$ cat config.mk
export PLATFORM = sky130hd
export DESIGN_NAME = seven_seg_display
export DESIGN_NICKNAME = d
export VERILOG_FILES = /design/src/rtl/seg_display_pkg.sv /design/src/rtl/bcd_converter.sv /design/src/rtl/display_loader.sv /design/src/rtl/refresh_scanner.sv /design/src/rtl/seg_driver.sv /design/src/rtl/seven_seg_display.sv
export SDC_FILE = /design/constraint.sdc
export NUM_CORES = 1
export LEC_CHECK = 0
export ABC_AREA = 1
export BUFFER_PORTS_ARGS = -buffer_cell sky130_fd_sc_hd__buf_4
export CORE_MARGIN = 3
export CORE_UTILIZATION = 57
export DETAILED_ROUTE_END_ITERATION = 10
export GPL_ROUTABILITY_DRIVEN = 0
export GPL_TIMING_DRIVEN = 0
export PLACE_DENSITY = 0.82
export SLEW_MARGIN = 15
export SYNTH_ARGS = -nofsm -noshare
export SYNTH_HDL_FRONTEND = slang
export SYNTH_SLANG_ARGS = --single-unit
$ cat constraint.sdc
create_clock -name clk_tube -period 2.6 [get_ports clk_tube]
set_input_delay 0.39 -clock clk_tube [delete_from_list [all_inputs] [get_ports clk_tube]]
set_output_delay 0.39 -clock clk_tube [all_outputs]
set_load 0.02 [all_outputs]
$ cat src/rtl/seg_display_pkg.sv
package seg_display_pkg;

    localparam int VALUE_WIDTH = 32;
    localparam int DIGIT_COUNT = 8;
    localparam int DIGIT_WIDTH = 4;

    // producer request, carried while display_req is high
    typedef struct packed {
        logic [VALUE_WIDTH-1:0] value;
        logic                   switch_mode;   // 1: one bit per digit
        logic                   show;          // 0: all digits dark
    } display_req_t;

    // captured value, read as a binary number or as switch bits
    typedef union packed {
        logic [VALUE_WIDTH-1:0] number;
        struct packed {
            logic [VALUE_WIDTH-DIGIT_COUNT-1:0] unused_bits;
            logic [DIGIT_COUNT-1:0]             switch_bits;   // bit p shown at position p
        } switch_view;
    } display_word_u;

    // what the driver scans out, digit 0 is the rightmost tube
    typedef struct packed {
        logic [DIGIT_COUNT-1:0][DIGIT_WIDTH-1:0] digits;
        logic                                    switch_mode;
        logic                                    show;
    } digit_frame_t;

endpackage

$ cat src/rtl/bcd_converter.sv
`timescale 1ns/1ps

module bcd_converter (
    input  logic        clk_tube,
    input  logic        rst_n,
    input  logic        conv_start,
    input  logic [31:0] conv_value,
    output logic        conv_busy,
    output logic        conv_done,
    output logic [31:0] conv_digits
);
    import seg_display_pkg::*;

    localparam int BCD_DIGITS = 10;   // enough for 2^32 - 1
    localparam int BCD_WIDTH  = BCD_DIGITS * DIGIT_WIDTH;

    logic [VALUE_WIDTH-1:0] bin_q;
    logic [BCD_WIDTH-1:0]   bcd_q;
    logic [BCD_WIDTH-1:0]   bcd_adj;
    logic [4:0]             step_q;
    logic                   digits_valid;

    // add 3 to every digit of 5 or more before the shift
    always_comb begin
        for (int i = 0; i < BCD_DIGITS; i++) begin
            if (bcd_q[i*DIGIT_WIDTH +: DIGIT_WIDTH] >= DIGIT_WIDTH'(5)) begin
                bcd_adj[i*DIGIT_WIDTH +: DIGIT_WIDTH] =
                    bcd_q[i*DIGIT_WIDTH +: DIGIT_WIDTH] + DIGIT_WIDTH'(3);
            end else begin
                bcd_adj[i*DIGIT_WIDTH +: DIGIT_WIDTH] = bcd_q[i*DIGIT_WIDTH +: DIGIT_WIDTH];
            end
        end
    end

    always_ff @(posedge clk_tube) begin
        if (conv_start) begin
            bin_q <= conv_value;
            bcd_q <= '0;
        end else if (conv_busy) begin
            bcd_q <= {bcd_adj[BCD_WIDTH-2:0], bin_q[VALUE_WIDTH-1]};
            bin_q <= {bin_q[VALUE_WIDTH-2:0], 1'b0};
        end
    end

    always_ff @(posedge clk_tube or negedge rst_n) begin
        if (!rst_n) begin
            conv_busy <= 1'b0;
            conv_done <= 1'b0;
            step_q    <= '0;
        end else begin
            conv_done <= 1'b0;
            if (conv_start) begin
                conv_busy <= 1'b1;
                step_q    <= '0;
            end else if (conv_busy) begin
                step_q <= step_q + 5'd1;
                if (step_q == 5'd31) begin   // last of 32 shifts
                    conv_busy <= 1'b0;
                    conv_done <= 1'b1;
                end
            end
        end
    end

    // upper two digits dropped, value modulo 10^8
    assign conv_digits = bcd_q[DIGIT_COUNT*DIGIT_WIDTH-1:0];

    always_comb begin
        digits_valid = 1'b1;
        for (int i = 0; i < DIGIT_COUNT; i++) begin
            if (conv_digits[i*DIGIT_WIDTH +: DIGIT_WIDTH] > DIGIT_WIDTH'(9)) begin
                digits_valid = 1'b0;
            end
        end
    end

    done_digits_decimal: assert property (@(posedge clk_tube) disable iff (!rst_n)
        conv_done |-> digits_valid);

    no_start_while_busy: assert property (@(posedge clk_tube) disable iff (!rst_n)
        conv_start |-> !conv_busy);

endmodule

$ cat src/rtl/display_loader.sv
`timescale 1ns/1ps

module display_loader (
    input  logic                          clk_tube,
    input  logic                          rst_n,
    input  logic                          display_req,
    input  seg_display_pkg::display_req_t display_data,
    output logic                          display_ack,
    output logic                          conv_start,
    output logic [31:0]                   conv_value,
    input  logic                          conv_done,
    input  logic [31:0]                   conv_digits,
    output seg_display_pkg::digit_frame_t frame
);
    import seg_display_pkg::*;

    typedef enum logic [1:0] {
        S_IDLE,
        S_CONV,     // waiting for the converter
        S_ACK,      // switch view, build digits from the captured word
        S_WAIT      // ack high until req drops
    } state_t;

    state_t                                  state;
    display_word_u                           in_word;
    display_word_u                           word_q;
    logic                                    switch_q;
    logic                                    show_q;
    logic [DIGIT_COUNT-1:0][DIGIT_WIDTH-1:0] switch_digits;

    assign in_word.number = display_data.value;

    // converter is started in the sampling cycle so the decimal path keeps its latency
    assign conv_start  = (state == S_IDLE) && display_req && !display_data.switch_mode;
    assign conv_value  = in_word.number;
    assign display_ack = (state == S_WAIT);

    always_comb begin
        for (int i = 0; i < DIGIT_COUNT; i++) begin
            switch_digits[i] = DIGIT_WIDTH'(word_q.switch_view.switch_bits[i]);
        end
    end

    always_ff @(posedge clk_tube) begin
        if (state == S_IDLE && display_req) begin
            word_q   <= in_word;
            switch_q <= display_data.switch_mode;
            show_q   <= display_data.show;
        end
    end

    always_ff @(posedge clk_tube or negedge rst_n) begin
        if (!rst_n) begin
            state <= S_IDLE;
            frame <= '0;
        end else begin
            case (state)
                S_IDLE: begin
                    if (display_req) begin
                        state <= display_data.switch_mode ? S_ACK : S_CONV;
                    end
                end
                S_CONV: begin
                    if (conv_done) begin
                        frame.digits      <= conv_digits;
                        frame.switch_mode <= switch_q;
                        frame.show        <= show_q;
                        state             <= S_WAIT;
                    end
                end
                S_ACK: begin
                    frame.digits      <= switch_digits;
                    frame.switch_mode <= switch_q;
                    frame.show        <= show_q;
                    state             <= S_WAIT;
                end
                default: begin
                    if (!display_req) begin
                        state <= S_IDLE;
                    end
                end
            endcase
        end
    end

    // ack goes high on the edge after req was seen high
    ack_only_with_req: assert property (@(posedge clk_tube) disable iff (!rst_n)
        $rose(display_ack) |-> $past(display_req));

    done_only_converting: assert property (@(posedge clk_tube) disable iff (!rst_n)
        conv_done |-> state == S_CONV);

endmodule

$ cat src/rtl/refresh_scanner.sv
`timescale 1ns/1ps

module refresh_scanner #(
    parameter int REFRESH_PERIOD = 100_000
) (
    input  logic       clk_tube,
    input  logic       rst_n,
    output logic [2:0] scan_pos
);

    localparam int TICK_WIDTH = (REFRESH_PERIOD > 1) ? $clog2(REFRESH_PERIOD) : 1;

    logic [TICK_WIDTH-1:0] tick_q;
    logic                  tick_wrap;

    assign tick_wrap = (tick_q == TICK_WIDTH'(REFRESH_PERIOD - 1));

    always_ff @(posedge clk_tube or negedge rst_n) begin
        if (!rst_n) begin
            tick_q   <= '0;
            scan_pos <= '0;
        end else if (tick_wrap) begin
            tick_q   <= '0;
            scan_pos <= scan_pos + 3'd1;   // wraps 7 to 0
        end else begin
            tick_q <= tick_q + TICK_WIDTH'(1);
        end
    end

    pos_moves_on_tick: assert property (@(posedge clk_tube) disable iff (!rst_n)
        !$stable(scan_pos) |-> $past(tick_wrap));

endmodule

$ cat src/rtl/seg_driver.sv
`timescale 1ns/1ps

module seg_driver (
    input  logic                          clk_tube,
    input  logic                          rst_n,
    input  seg_display_pkg::digit_frame_t frame,
    input  logic [2:0]                    scan_pos,
    output logic [6:0]                    seg_tube,
    output logic [7:0]                    seg_enable
);
    import seg_display_pkg::*;

    logic [2:0]             top_pos;
    logic [DIGIT_WIDTH-1:0] cur_digit;
    logic                   blanked;
    logic                   lit;
    logic [7:0]             enable_next;
    logic [6:0]             tube_next;

    // active low, bit order g..a
    function automatic logic [6:0] decode_digit(input logic [DIGIT_WIDTH-1:0] digit);
        case (digit)
            4'd0:    decode_digit = 7'b100_0000;
            4'd1:    decode_digit = 7'b111_1001;
            4'd2:    decode_digit = 7'b010_0100;
            4'd3:    decode_digit = 7'b011_0000;
            4'd4:    decode_digit = 7'b001_1001;
            4'd5:    decode_digit = 7'b001_0010;
            4'd6:    decode_digit = 7'b000_0010;
            4'd7:    decode_digit = 7'b111_1000;
            4'd8:    decode_digit = 7'b000_0000;
            4'd9:    decode_digit = 7'b001_0000;
            default: decode_digit = 7'b111_1111;
        endcase
    endfunction

    // highest nonzero digit, position 0 stays lit for a zero value
    always_comb begin
        top_pos = '0;
        for (int i = 1; i < DIGIT_COUNT; i++) begin
            if (frame.digits[i] != '0) begin
                top_pos = 3'(i);
            end
        end
    end

    assign cur_digit = frame.digits[scan_pos];
    assign blanked   = !frame.switch_mode && (scan_pos > top_pos);
    assign lit       = frame.show && !blanked;

    assign enable_next = lit ? ~(8'b0000_0001 << scan_pos) : 8'hFF;
    assign tube_next   = lit ? decode_digit(cur_digit) : 7'h7F;

    always_ff @(posedge clk_tube or negedge rst_n) begin
        if (!rst_n) begin
            seg_enable <= 8'hFF;   // all tubes off
            seg_tube   <= 7'h7F;
        end else begin
            seg_enable <= enable_next;
            seg_tube   <= tube_next;
        end
    end

    one_tube_at_most: assert property (@(posedge clk_tube) disable iff (!rst_n)
        $countones(~seg_enable) <= 1);

endmodule

$ cat src/rtl/seven_seg_display.sv
`timescale 1ns/1ps

module seven_seg_display #(
    parameter int REFRESH_PERIOD = 100_000
) (
    input  logic                          clk_tube,
    input  logic                          rst_n,
    input  logic                          display_req,
    input  seg_display_pkg::display_req_t display_data,
    output logic                          display_ack,
    output logic [6:0]                    seg_tube,
    output logic [7:0]                    seg_enable
);
    import seg_display_pkg::*;

    logic                                 conv_start;
    logic [VALUE_WIDTH-1:0]               conv_value;
    logic                                 conv_done;
    logic [DIGIT_COUNT*DIGIT_WIDTH-1:0]   conv_digits;
    digit_frame_t                         frame;
    logic [2:0]                           scan_pos;

    display_loader u_loader (
        .clk_tube     (clk_tube),
        .rst_n        (rst_n),
        .display_req  (display_req),
        .display_data (display_data),
        .display_ack  (display_ack),
        .conv_start   (conv_start),
        .conv_value   (conv_value),
        .conv_done    (conv_done),
        .conv_digits  (conv_digits),
        .frame        (frame)
    );

    bcd_converter u_converter (
        .clk_tube    (clk_tube),
        .rst_n       (rst_n),
        .conv_start  (conv_start),
        .conv_value  (conv_value),
        .conv_busy   (),             // loader relies on conv_done only
        .conv_done   (conv_done),
        .conv_digits (conv_digits)
    );

    refresh_scanner #(
        .REFRESH_PERIOD (REFRESH_PERIOD)
    ) u_scanner (
        .clk_tube (clk_tube),
        .rst_n    (rst_n),
        .scan_pos (scan_pos)
    );

    seg_driver u_driver (
        .clk_tube   (clk_tube),
        .rst_n      (rst_n),
        .frame      (frame),
        .scan_pos   (scan_pos),
        .seg_tube   (seg_tube),
        .seg_enable (seg_enable)
    );

endmodule

==> results.cfg, run 1 <==
[logic_synthesis]
synthAdderAreaFrac = 0.0619
ys_seq_elements = 152
syn_area_um2 = 7480
post_synth_inst_count = 847
synth_xor_area_frac = 0.0258
synth_top_family_by_area = simple AND/OR/NAND/NOR gates
synth-compound-area-share = 0.103
synth_flop_cell = dfrtp_1
ys.warnings.count = 0
synth_nets = 921
synthMuxAreaShare = 0
synth.distinct_cells = 41
async_reset_ff_frac = 0.513
yosys.area_share.simple = 0.208
yosysSeqAreaShare = 0.518
synth_edf_count = 42
synth_area_per_cell_um2 = 8.83

[timing]
drv_slew = 0
setup_ws_ps = 322
maxSlewHeadroom = 0.353
worst_slew_pin_slew_ps = 971
setup_viol = 0
min_period_over_period = 0.876
fin_skew_ps = 8.88
rsz0062_at_grt = false
post-route-min-period_ps = 2280
finalHoldViolCount = 0
max_freq_mhz = 439
setup_tns_ps = 0

[cells_and_area]
design_area_um2 = 8690
layout_commonest_cell = nand2_1
antenna_cells = 0
drive_above_1_share = 0.153
fillers = 986
fin_nets = 992
layout_common_cells = 226 x nand2_1, 114 x inv_1, 63 x dfrtp_1
area_delta_synth_final_pct = 16.3

[place]
dp_hpwl_mm = 11.5
pre_cts_ws_ps = 192
dpl_cell_area_um2 = 8080
io_buffers = 52

[floorplanning]
rows = 41
dieHeight_um = 121
initial_utilization = 0.588
core_area_um2 = 12700
dieArea_um2 = 14500
die_w_um = 121
pin_count = 53

[clock_tree]
clockRootBuffer = clkbuf_16
numCtsBuffers = 17
clk_pin_slew_ps = 60
cts_setup_buffers = 0
htree_num_levels = 4
cts_tree = yes
clock_sinks = 152
worstSkewPairLatency_ps = 430
clockBufferDepth = 2

[grt]
grt_first_pass_wirelength_mm = 27.5
grt_pass1_vias = 5745
grt_max_degree = 79
track_usage = 0.242
antenna_found_initial = 0
grt_overflow = 0

[job]
maxCapViolCount = 0

[worst_setup_path]
crit_required_ps = 2960
path_class = flip-flop to flip-flop
critPathCaptureType = flip-flop
cp-start-kind = flip-flop
worst_ep_arrival_time_ps = 2640
path_max_fanout = 8

[power]
powerDensity_nw_per_um2 = 1100
finalPower_w = 0.00957
power.leakage_nw = 4.20
ir_worst_vdd_uv = 740

[drt]
route.detailed.drc = 0
drtIter0Drc = 541
postRouteAntennaNets = 0
vias_per_cell = 5.46
drtPass1Iterations = 5
vias = 6018
routed_wl_mm = 16.7
wl_per_cell_um = 15.1

[run_status]
status = complete, no violations

[min_path]
hold_class = input pin to async pin
-- logic make-up after synthesis --
family	Yosys count
and+or+nand+nor	356
AOI/OAI and AO/OA	133
buffers and inverters	147
DFF	152
adders and majority gates	37
xor gates and xnor gates	22
-- critical path, stage by stage (launching register included) --
cell and delay, ps:
dfrtp_1 380, nor4_1 470, nand2b_1 140, nor2_1 130
nor2_1 50, ha_1 280, nand2_1 50, o21ai_0 160
nand3_1 100, nand2_1 170, inv_1 160, nand3_1 130
-- repair_timing --
action | 4_1_cts | 5_1_grt
hold buffers | 0 | 0
endpoints found under the setup margin | 0 | 34
gates resized for setup | 0 | 1
-- area by class of cell --
type,instances,area (um2),area share
Clock buffer,18,429,0.0494
Tap cell,172,215,0.0248
Clock inverter,14,181,0.0209
Timing Repair Buffer,52,390,0.0449
Multi-Input combinational cell,548,2980,0.343
Buffer,27,169,0.0194
Inverter,120,455,0.0524
Sequential cell,152,3870,0.445
-- cell usage after synthesis, types with 4 or more instances --
cell type    n  area [um2]
nand2_1    226         848
inv_1      114         428
dfrtp_1     63        1580
o21ai_0     58         290
nand3_1     56         280
edfxtp_1    42        1260
ha_1        37         463
dfxtp_1     32         641
nor2_1      32         120
o22ai_1     27         169
xor2_1      20         175
a21oi_1     18        90.1
dfstp_2     15         394
buf_2       13        65.1
o211ai_1    13        97.6
nand4_1     10        62.6
o31ai_1      8        60.1
nor3_1       7        35.0
buf_6        6        67.6
or2_2        6        37.5
clkbuf_1     5        18.8
inv_2        5        18.8
nand2_2      5        31.3
a22oi_1      4        30.0
nor4_1       4        25.0
-- flip-flops by register name, indices dropped and copies added, names as in the netlist --
| signal | count |
|---|---|
| u_loader.state | 2 |
| u_converter.bin_q | 32 |
| u_driver.seg_enable | 8 |
| u_scanner.tick_q | 17 |
| u_loader.switch_q | 1 |
| u_scanner.scan_pos | 3 |
| u_loader.show_q | 1 |
| u_converter.conv_busy | 1 |
| u_converter.bcd_q | 32 |
| u_converter.conv_done | 1 |
| u_loader.word_q | 8 |
| u_loader.frame | 34 |
| u_driver.seg_tube | 7 |
| u_converter.step_q | 5 |
-- stage by stage --
| stage | utilization | hold WS, ps | std cells |
|---|---|---|---|
| after floorplan | - | 94.4 | 847 |
| after global placement | 0.635 | 433 | 1071 |
| after detailed placement | 0.635 | 431 | 1071 |
| after CTS | 0.683 | 128 | 1103 |
| after global routing | 0.683 | 120 | 1103 |
| final | 0.683 | 90.9 | 1103 |
-- per-layer routing --
metal	global-route usage	vias up	wire [um]	part of all wire
li1	-	2922	-	-
met1	0.312	2864	7260	0.44
met2	0.399	197	8100	0.49
met3	0.0645	35	912	0.055
met4	0.0829	0	406	0.024
met5	0	-	0	0
-- where the power goes --
group          switching, W  internal [W]  leakage (nW)
registers          0.000334       0.00333          1.71
logic               0.00220       0.00115          2.20
clock network      0.000966       0.00159         0.289
-- final timing paths --
path                               startpoint                    to  slack, ps  depth (start not counted)
max reg2reg                u_loader.frame[23]  u_driver.seg_tube[5]        320                         11
max in group asynchronous               rst_n    u_loader.frame[26]       1850                          1
min in group clk_tube         display_data[0]       u_loader.show_q        140                          1
min                                     rst_n  u_scanner.tick_q[16]         90                          1
min reg2reg                   u_loader.show_q     u_loader.frame[0]        450                          2
max                        u_loader.frame[23]  u_driver.seg_tube[5]        320                         11
Power figures use the tool's default switching activity.
==> inputs of run 2 (changes only) <==
Settings changed: REMOVE_ABC_BUFFERS set to 1.
==> run 2 against run 1 <==
Effect of this change:
- maximum frequency shrank 5.0%
- utilization shrank 1.1 points
- flip-flop and latch count is the same
- register-to-register slack lost 120 ps
- global-route usage shrank 1.2 points
- cell area shrank 1.6%
- largest cell class unchanged
- largest power group unchanged
==> results.cfg, run 2 (synthesized netlist as in run 1, its figures left out) <==
[drt]
dr.max_layer_used = met4
drtPass1Iterations = 5
vias = 5856
wl_per_cell_um = 14.7
met3_length_um = 777
vias_per_cell = 5.43
routed_wl_mm = 15.9
route.detailed.drc = 0
m1WireLength_mm = 6.98
drtIter0Drc = 552
postRouteAntennaNets = 0
dr_wl_met2_mm = 7.84

[timing]
worst_slew_pin_slew_ps = 967
min_period_over_period = 0.922
drv_slew = 0
finalHoldViolCount = 0
max_freq_mhz = 417
rsz0062_at_grt = true
fin_skew_ps = 11.8
setup_viol = 0
maxSlewHeadroom = 0.355
hold_ws_ps = 113
post-route-min-period_ps = 2400

[job]
maxCapViolCount = 0

[worst_setup_path]
critPathCaptureType = flip-flop
cp_slowest_cell = clkinvlp_4
path_class = flip-flop to flip-flop
cp-start-kind = flip-flop
path_cells = inv_1, ha_1, a21oi_4, clkinvlp_4, o21ai_1
worst_ep_arrival_time_ps = 2710
crit_buf_inv = 2
crit_required_ps = 2920
path_max_fanout = 41
slowest_delay_ps = 630
ff2ff_setup_slack_ps = 200
cp_top_family = compound AO/OA/AOI/OAI gates

[cells_and_area]
layout_common_cells = 226 x nand2_1, 112 x inv_1, 63 x dfrtp_1
area_delta_synth_final_pct = 14.4
largest_register = u_loader.frame
regArea_um2 = 3870
multiInputGateArea_um2 = 3000
final_util = 0.673
top_regs = u_loader.frame x34, u_converter.bcd_q x32, u_converter.bin_q x32
fillers = 997
antenna_cells = 0
largest_reg_flops = 34
layout_commonest_cell = nand2_1
fin_nets = 967
drive_above_1_share = 0.140

[place]
io_buffers = 52
dp_hpwl_mm = 10.3

[floorplanning]
dieArea_um2 = 14500
initial_utilization = 0.588
core_area_um2 = 12700
dieHeight_um = 121
rows = 41
pin_count = 53
die_w_um = 121

[clock_tree]
clk_pin_slew_ps = 60
clockBufferDepth = 2
numCtsBuffers = 17
cts_tree = yes
clock_sinks = 152
htree_num_levels = 4
clockRootBuffer = clkbuf_16
worstSkewPairLatency_ps = 420

[grt]
track_usage = 0.230
grt_overflow = 0
grt_max_degree = 79
grt_pass1_vias = 5662
antenna_found_initial = 0
grt_first_pass_wirelength_mm = 26.8

[run_status]
status = complete, no violations

[power]
ir_worst_vdd_uv = 630
finalPower_w = 0.00938
powerDensity_nw_per_um2 = 1100
power.leakage_nw = 4.11

[min_path]
hold_class = input pin to async pin
[run 2: final timing paths]
| kind | endpoint | start | cells past startpoint |
|---|---|---|---|
| max reg2reg | u_loader.frame[10] | u_loader.state[0] | 5 |
| min reg2reg | u_converter.bcd_q[0] | u_converter.bin_q[31] | 2 |
| min in group clk_tube | u_loader.show_q | display_data[0] | 1 |
| min | u_scanner.tick_q[13] | rst_n | 1 |
| max in group asynchronous | u_loader.frame[6] | rst_n | 1 |
| max | u_loader.frame[10] | u_loader.state[0] | 5 |
[run 2: where the power goes]
part           switching, W  internal [W]  total [W]
clock              0.000990       0.00151    0.00250
sequential         0.000338       0.00332    0.00366
combinational       0.00209       0.00112    0.00321
[run 2: metrics by stage]
| stage | setup slack, ps | std cells | TNS [ps] | cell area [um2] |
|---|---|---|---|---|
| finish | 202 | 1078 | 0 | 8560 |
| global placement | -727 | 1044 | -37870 | 7920 |
| detailed placement | 27.4 | 1045 | 0 | 7940 |
| global route | -4.61 | 1078 | -4.61 | 8560 |
| floorplan | 49.6 | 820 | 0 | 7310 |
| CTS | 17.8 | 1077 | 0 | 8540 |
[run 2: timing repair]
| action | CTS | global route |
|---|---|---|
| hold buffers | 0 | 0 |
| pin swaps | 0 | 1 |
| resized for setup | 2 | 2 |
| setup buffers | 0 | 0 |
| endpoints found under the setup margin | 1 | 35 |
| cloned | 0 | 1 |
[run 2: cell type report]
type | count | share of cell area
clock inverters | 15 | 0.0202
inverters | 120 | 0.0537
clock buffers | 17 | 0.0497
repair buffers | 53 | 0.0480
well taps | 172 | 0.0252
flip-flops and latches | 152 | 0.453
multi-input cells | 549 | 0.351
[run 2: routing by layer]
layer | global-route usage | vias up
li1 | - | 2871
met1 | 0.301 | 2755
met2 | 0.383 | 202
met3 | 0.0557 | 28
met4 | 0.0680 | 0
met5 | 0 | -
[run 2: worst reg2reg max path, stage by stage, from the launching register on]
cell and delay (ps):
dfrtp_1 370, inv_1 90, ha_1 440, a21oi_4 370, clkinvlp_4 630, o21ai_1 390
==> inputs of run 3 (changes only) <==
Settings changed: CORE_UTILIZATION 57 to 60, MAX_ROUTING_LAYER set to met4, PLACE_DENSITY 0.82 to 0.85.
==> run 3 against run 2 <==
Effect of this change:
- clock skew down 3.9 ps
- sequential power hardly changed
- register-to-register slack hardly changed
- global-route usage is 1.9 points higher
- maximum frequency shrank 0.58%
- cell area shrank 0.10%
- sequential share of layout area hardly changed
- worst setup slack worse by 14 ps
- final cell count shrank 0.37%
- non-clock buffer count did not move
- critical path depth up 2
- utilization up 3.3 points
==> results.cfg, run 3 (synthesized netlist as in run 1, its figures left out) <==
[run_status]
status = complete, no violations

[clock_tree]
numCtsBuffers = 17
clk_pin_slew_ps = 60
cts_resized = 0
htree_num_levels = 4
cts_tree = yes
clockBufferDepth = 2
worstSkewPairLatency_ps = 420
clockRootBuffer = clkbuf_16
clock_sinks = 152

[timing]
fin_skew_ps = 7.96
post-route-min-period_ps = 2410
setup_viol = 0
finalHoldViolCount = 0
worst_slew_pin_slew_ps = 949
setup_ws_ps = 188
maxSlewHeadroom = 0.368
rsz0062_at_grt = false
drv_slew = 0
min_period_over_period = 0.928
max_freq_mhz = 415

[grt]
track_usage = 0.249
grt_overflow = 0
antenna_found_initial = 0
grt_max_degree = 79
grt_first_pass_wirelength_mm = 27.3
grt_pass1_vias = 5750

[drt]
wl_per_cell_um = 15.0
vias = 5885
drtIter0Drc = 456
vias_per_cell = 5.48
postRouteAntennaNets = 0
drtPass1Iterations = 5
route.detailed.drc = 0
routed_wl_mm = 16.1

[floorplanning]
initial_utilization = 0.617
core_area_um2 = 12100
dieHeight_um = 118
rows = 40
pin_count = 53
dieArea_um2 = 13800
die_w_um = 118

[worst_setup_path]
r2r_start = u_loader.state[0]
critPathCaptureType = flip-flop
path_max_fanout = 32
ff2ff_setup_slack_ps = 190
path_class = flip-flop to flip-flop
cp-start-kind = flip-flop
worstReg2RegEnd = u_converter.bin_q[8]
worst_ep_arrival_time_ps = 2530
reg2reg_depth = 7
crit_required_ps = 2720

[job]
maxCapViolCount = 0

[place]
pre_cts_ws_ps = 21.0
place_inst = 1041
dp_hpwl_mm = 10.5
io_buffers = 52

[cells_and_area]
layout_common_cells = 226 x nand2_1, 112 x inv_1, 63 x dfrtp_1
antenna_cells = 0
layout_commonest_cell = nand2_1
largest_reg_flops = 34
drive_above_1_share = 0.139
top_regs = u_loader.frame x34, u_converter.bcd_q x32, u_converter.bin_q x32
fin_nets = 967
area_delta_synth_final_pct = 14.3
fin_cells = 1074
largest_register = u_loader.frame

[power]
ir_worst_vdd_uv = 764
powerDensity_nw_per_um2 = 1100
power.leakage_nw = 4.12

[min_path]
hold_class = input pin to async pin
run 3: cell count changes in the layout (fill, tap and decap cells not counted), sizes merged:
cell and change:
clkinvlp -1, clkbuf +5, clkinv -4
run 3: cell type report:
cell class	count	area [um2]
Clock inverter	10	141
Multi-Input combinational cell	549	2990
Timing Repair Buffer	53	410
Inverter	120	455
Tap cell	168	210
Fill cell	912	3560
Sequential cell	152	3870
Clock buffer	22	464
run 3: worst max path at each step:
stage                                 start                     to  slack (ps)  depth (start not counted)
after global routing      u_loader.state[0]   u_converter.bin_q[5]          10                          7
after CTS                 u_loader.state[0]     u_loader.frame[14]          20                          6
after global placement    u_loader.state[0]  u_converter.bin_q[11]        -710                          6
after floorplan           u_loader.state[0]   u_converter.bin_q[0]          50                          6
final                     u_loader.state[0]   u_converter.bin_q[8]         190                          7
after detailed placement  u_loader.state[0]  u_converter.bin_q[11]          20                          7
run 3: stage by stage:
step / setup TNS, ps / hold WS (ps) / utilization / cell area, um2 / power (W)
2_1_floorplan: 0 / 94.4 / - / 7310 / 0.00592
3_3_place_gp: -36730 / 427 / 0.653 / 7910 / 0.00666
3_5_place_dp: 0 / 444 / 0.655 / 7930 / 0.00680
4_1_cts: 0 / 139 / 0.706 / 8550 / 0.00939
5_1_grt: 0 / 140 / 0.706 / 8550 / 0.0101
6_report: 0 / 117 / 0.706 / 8550 / 0.00938
run 3: per-layer routing:
layer / track usage / share of wire
met3: 0.0548 / 0.053
met5: - / 0
met4: 0.0828 / 0.017
met2: 0.418 / 0.50
met1: 0.301 / 0.42
run 3: what timing repair did:
item	4_1_cts	5_1_grt
hold buffers	0	0
endpoints found under the setup margin	12	0
setup buffers	0	0
endpoints found under the hold margin	0	0
run 3: worst max-delay path, cell delays in order, from the launching register on:
cell,delay [ps]
dfrtp_1,400
inv_1,120
ha_1,270
nand2_2,190
nor2_8,370
nor2_2,110
inv_2,370
buf_12,260
run 3: power by group:
group          leakage, nW  switching (W)  total, W  internal, W
Clock                0.293       0.000957   0.00252      0.00157
Sequential            1.71       0.000340   0.00366      0.00332
Combinational         2.11        0.00208   0.00320      0.00112
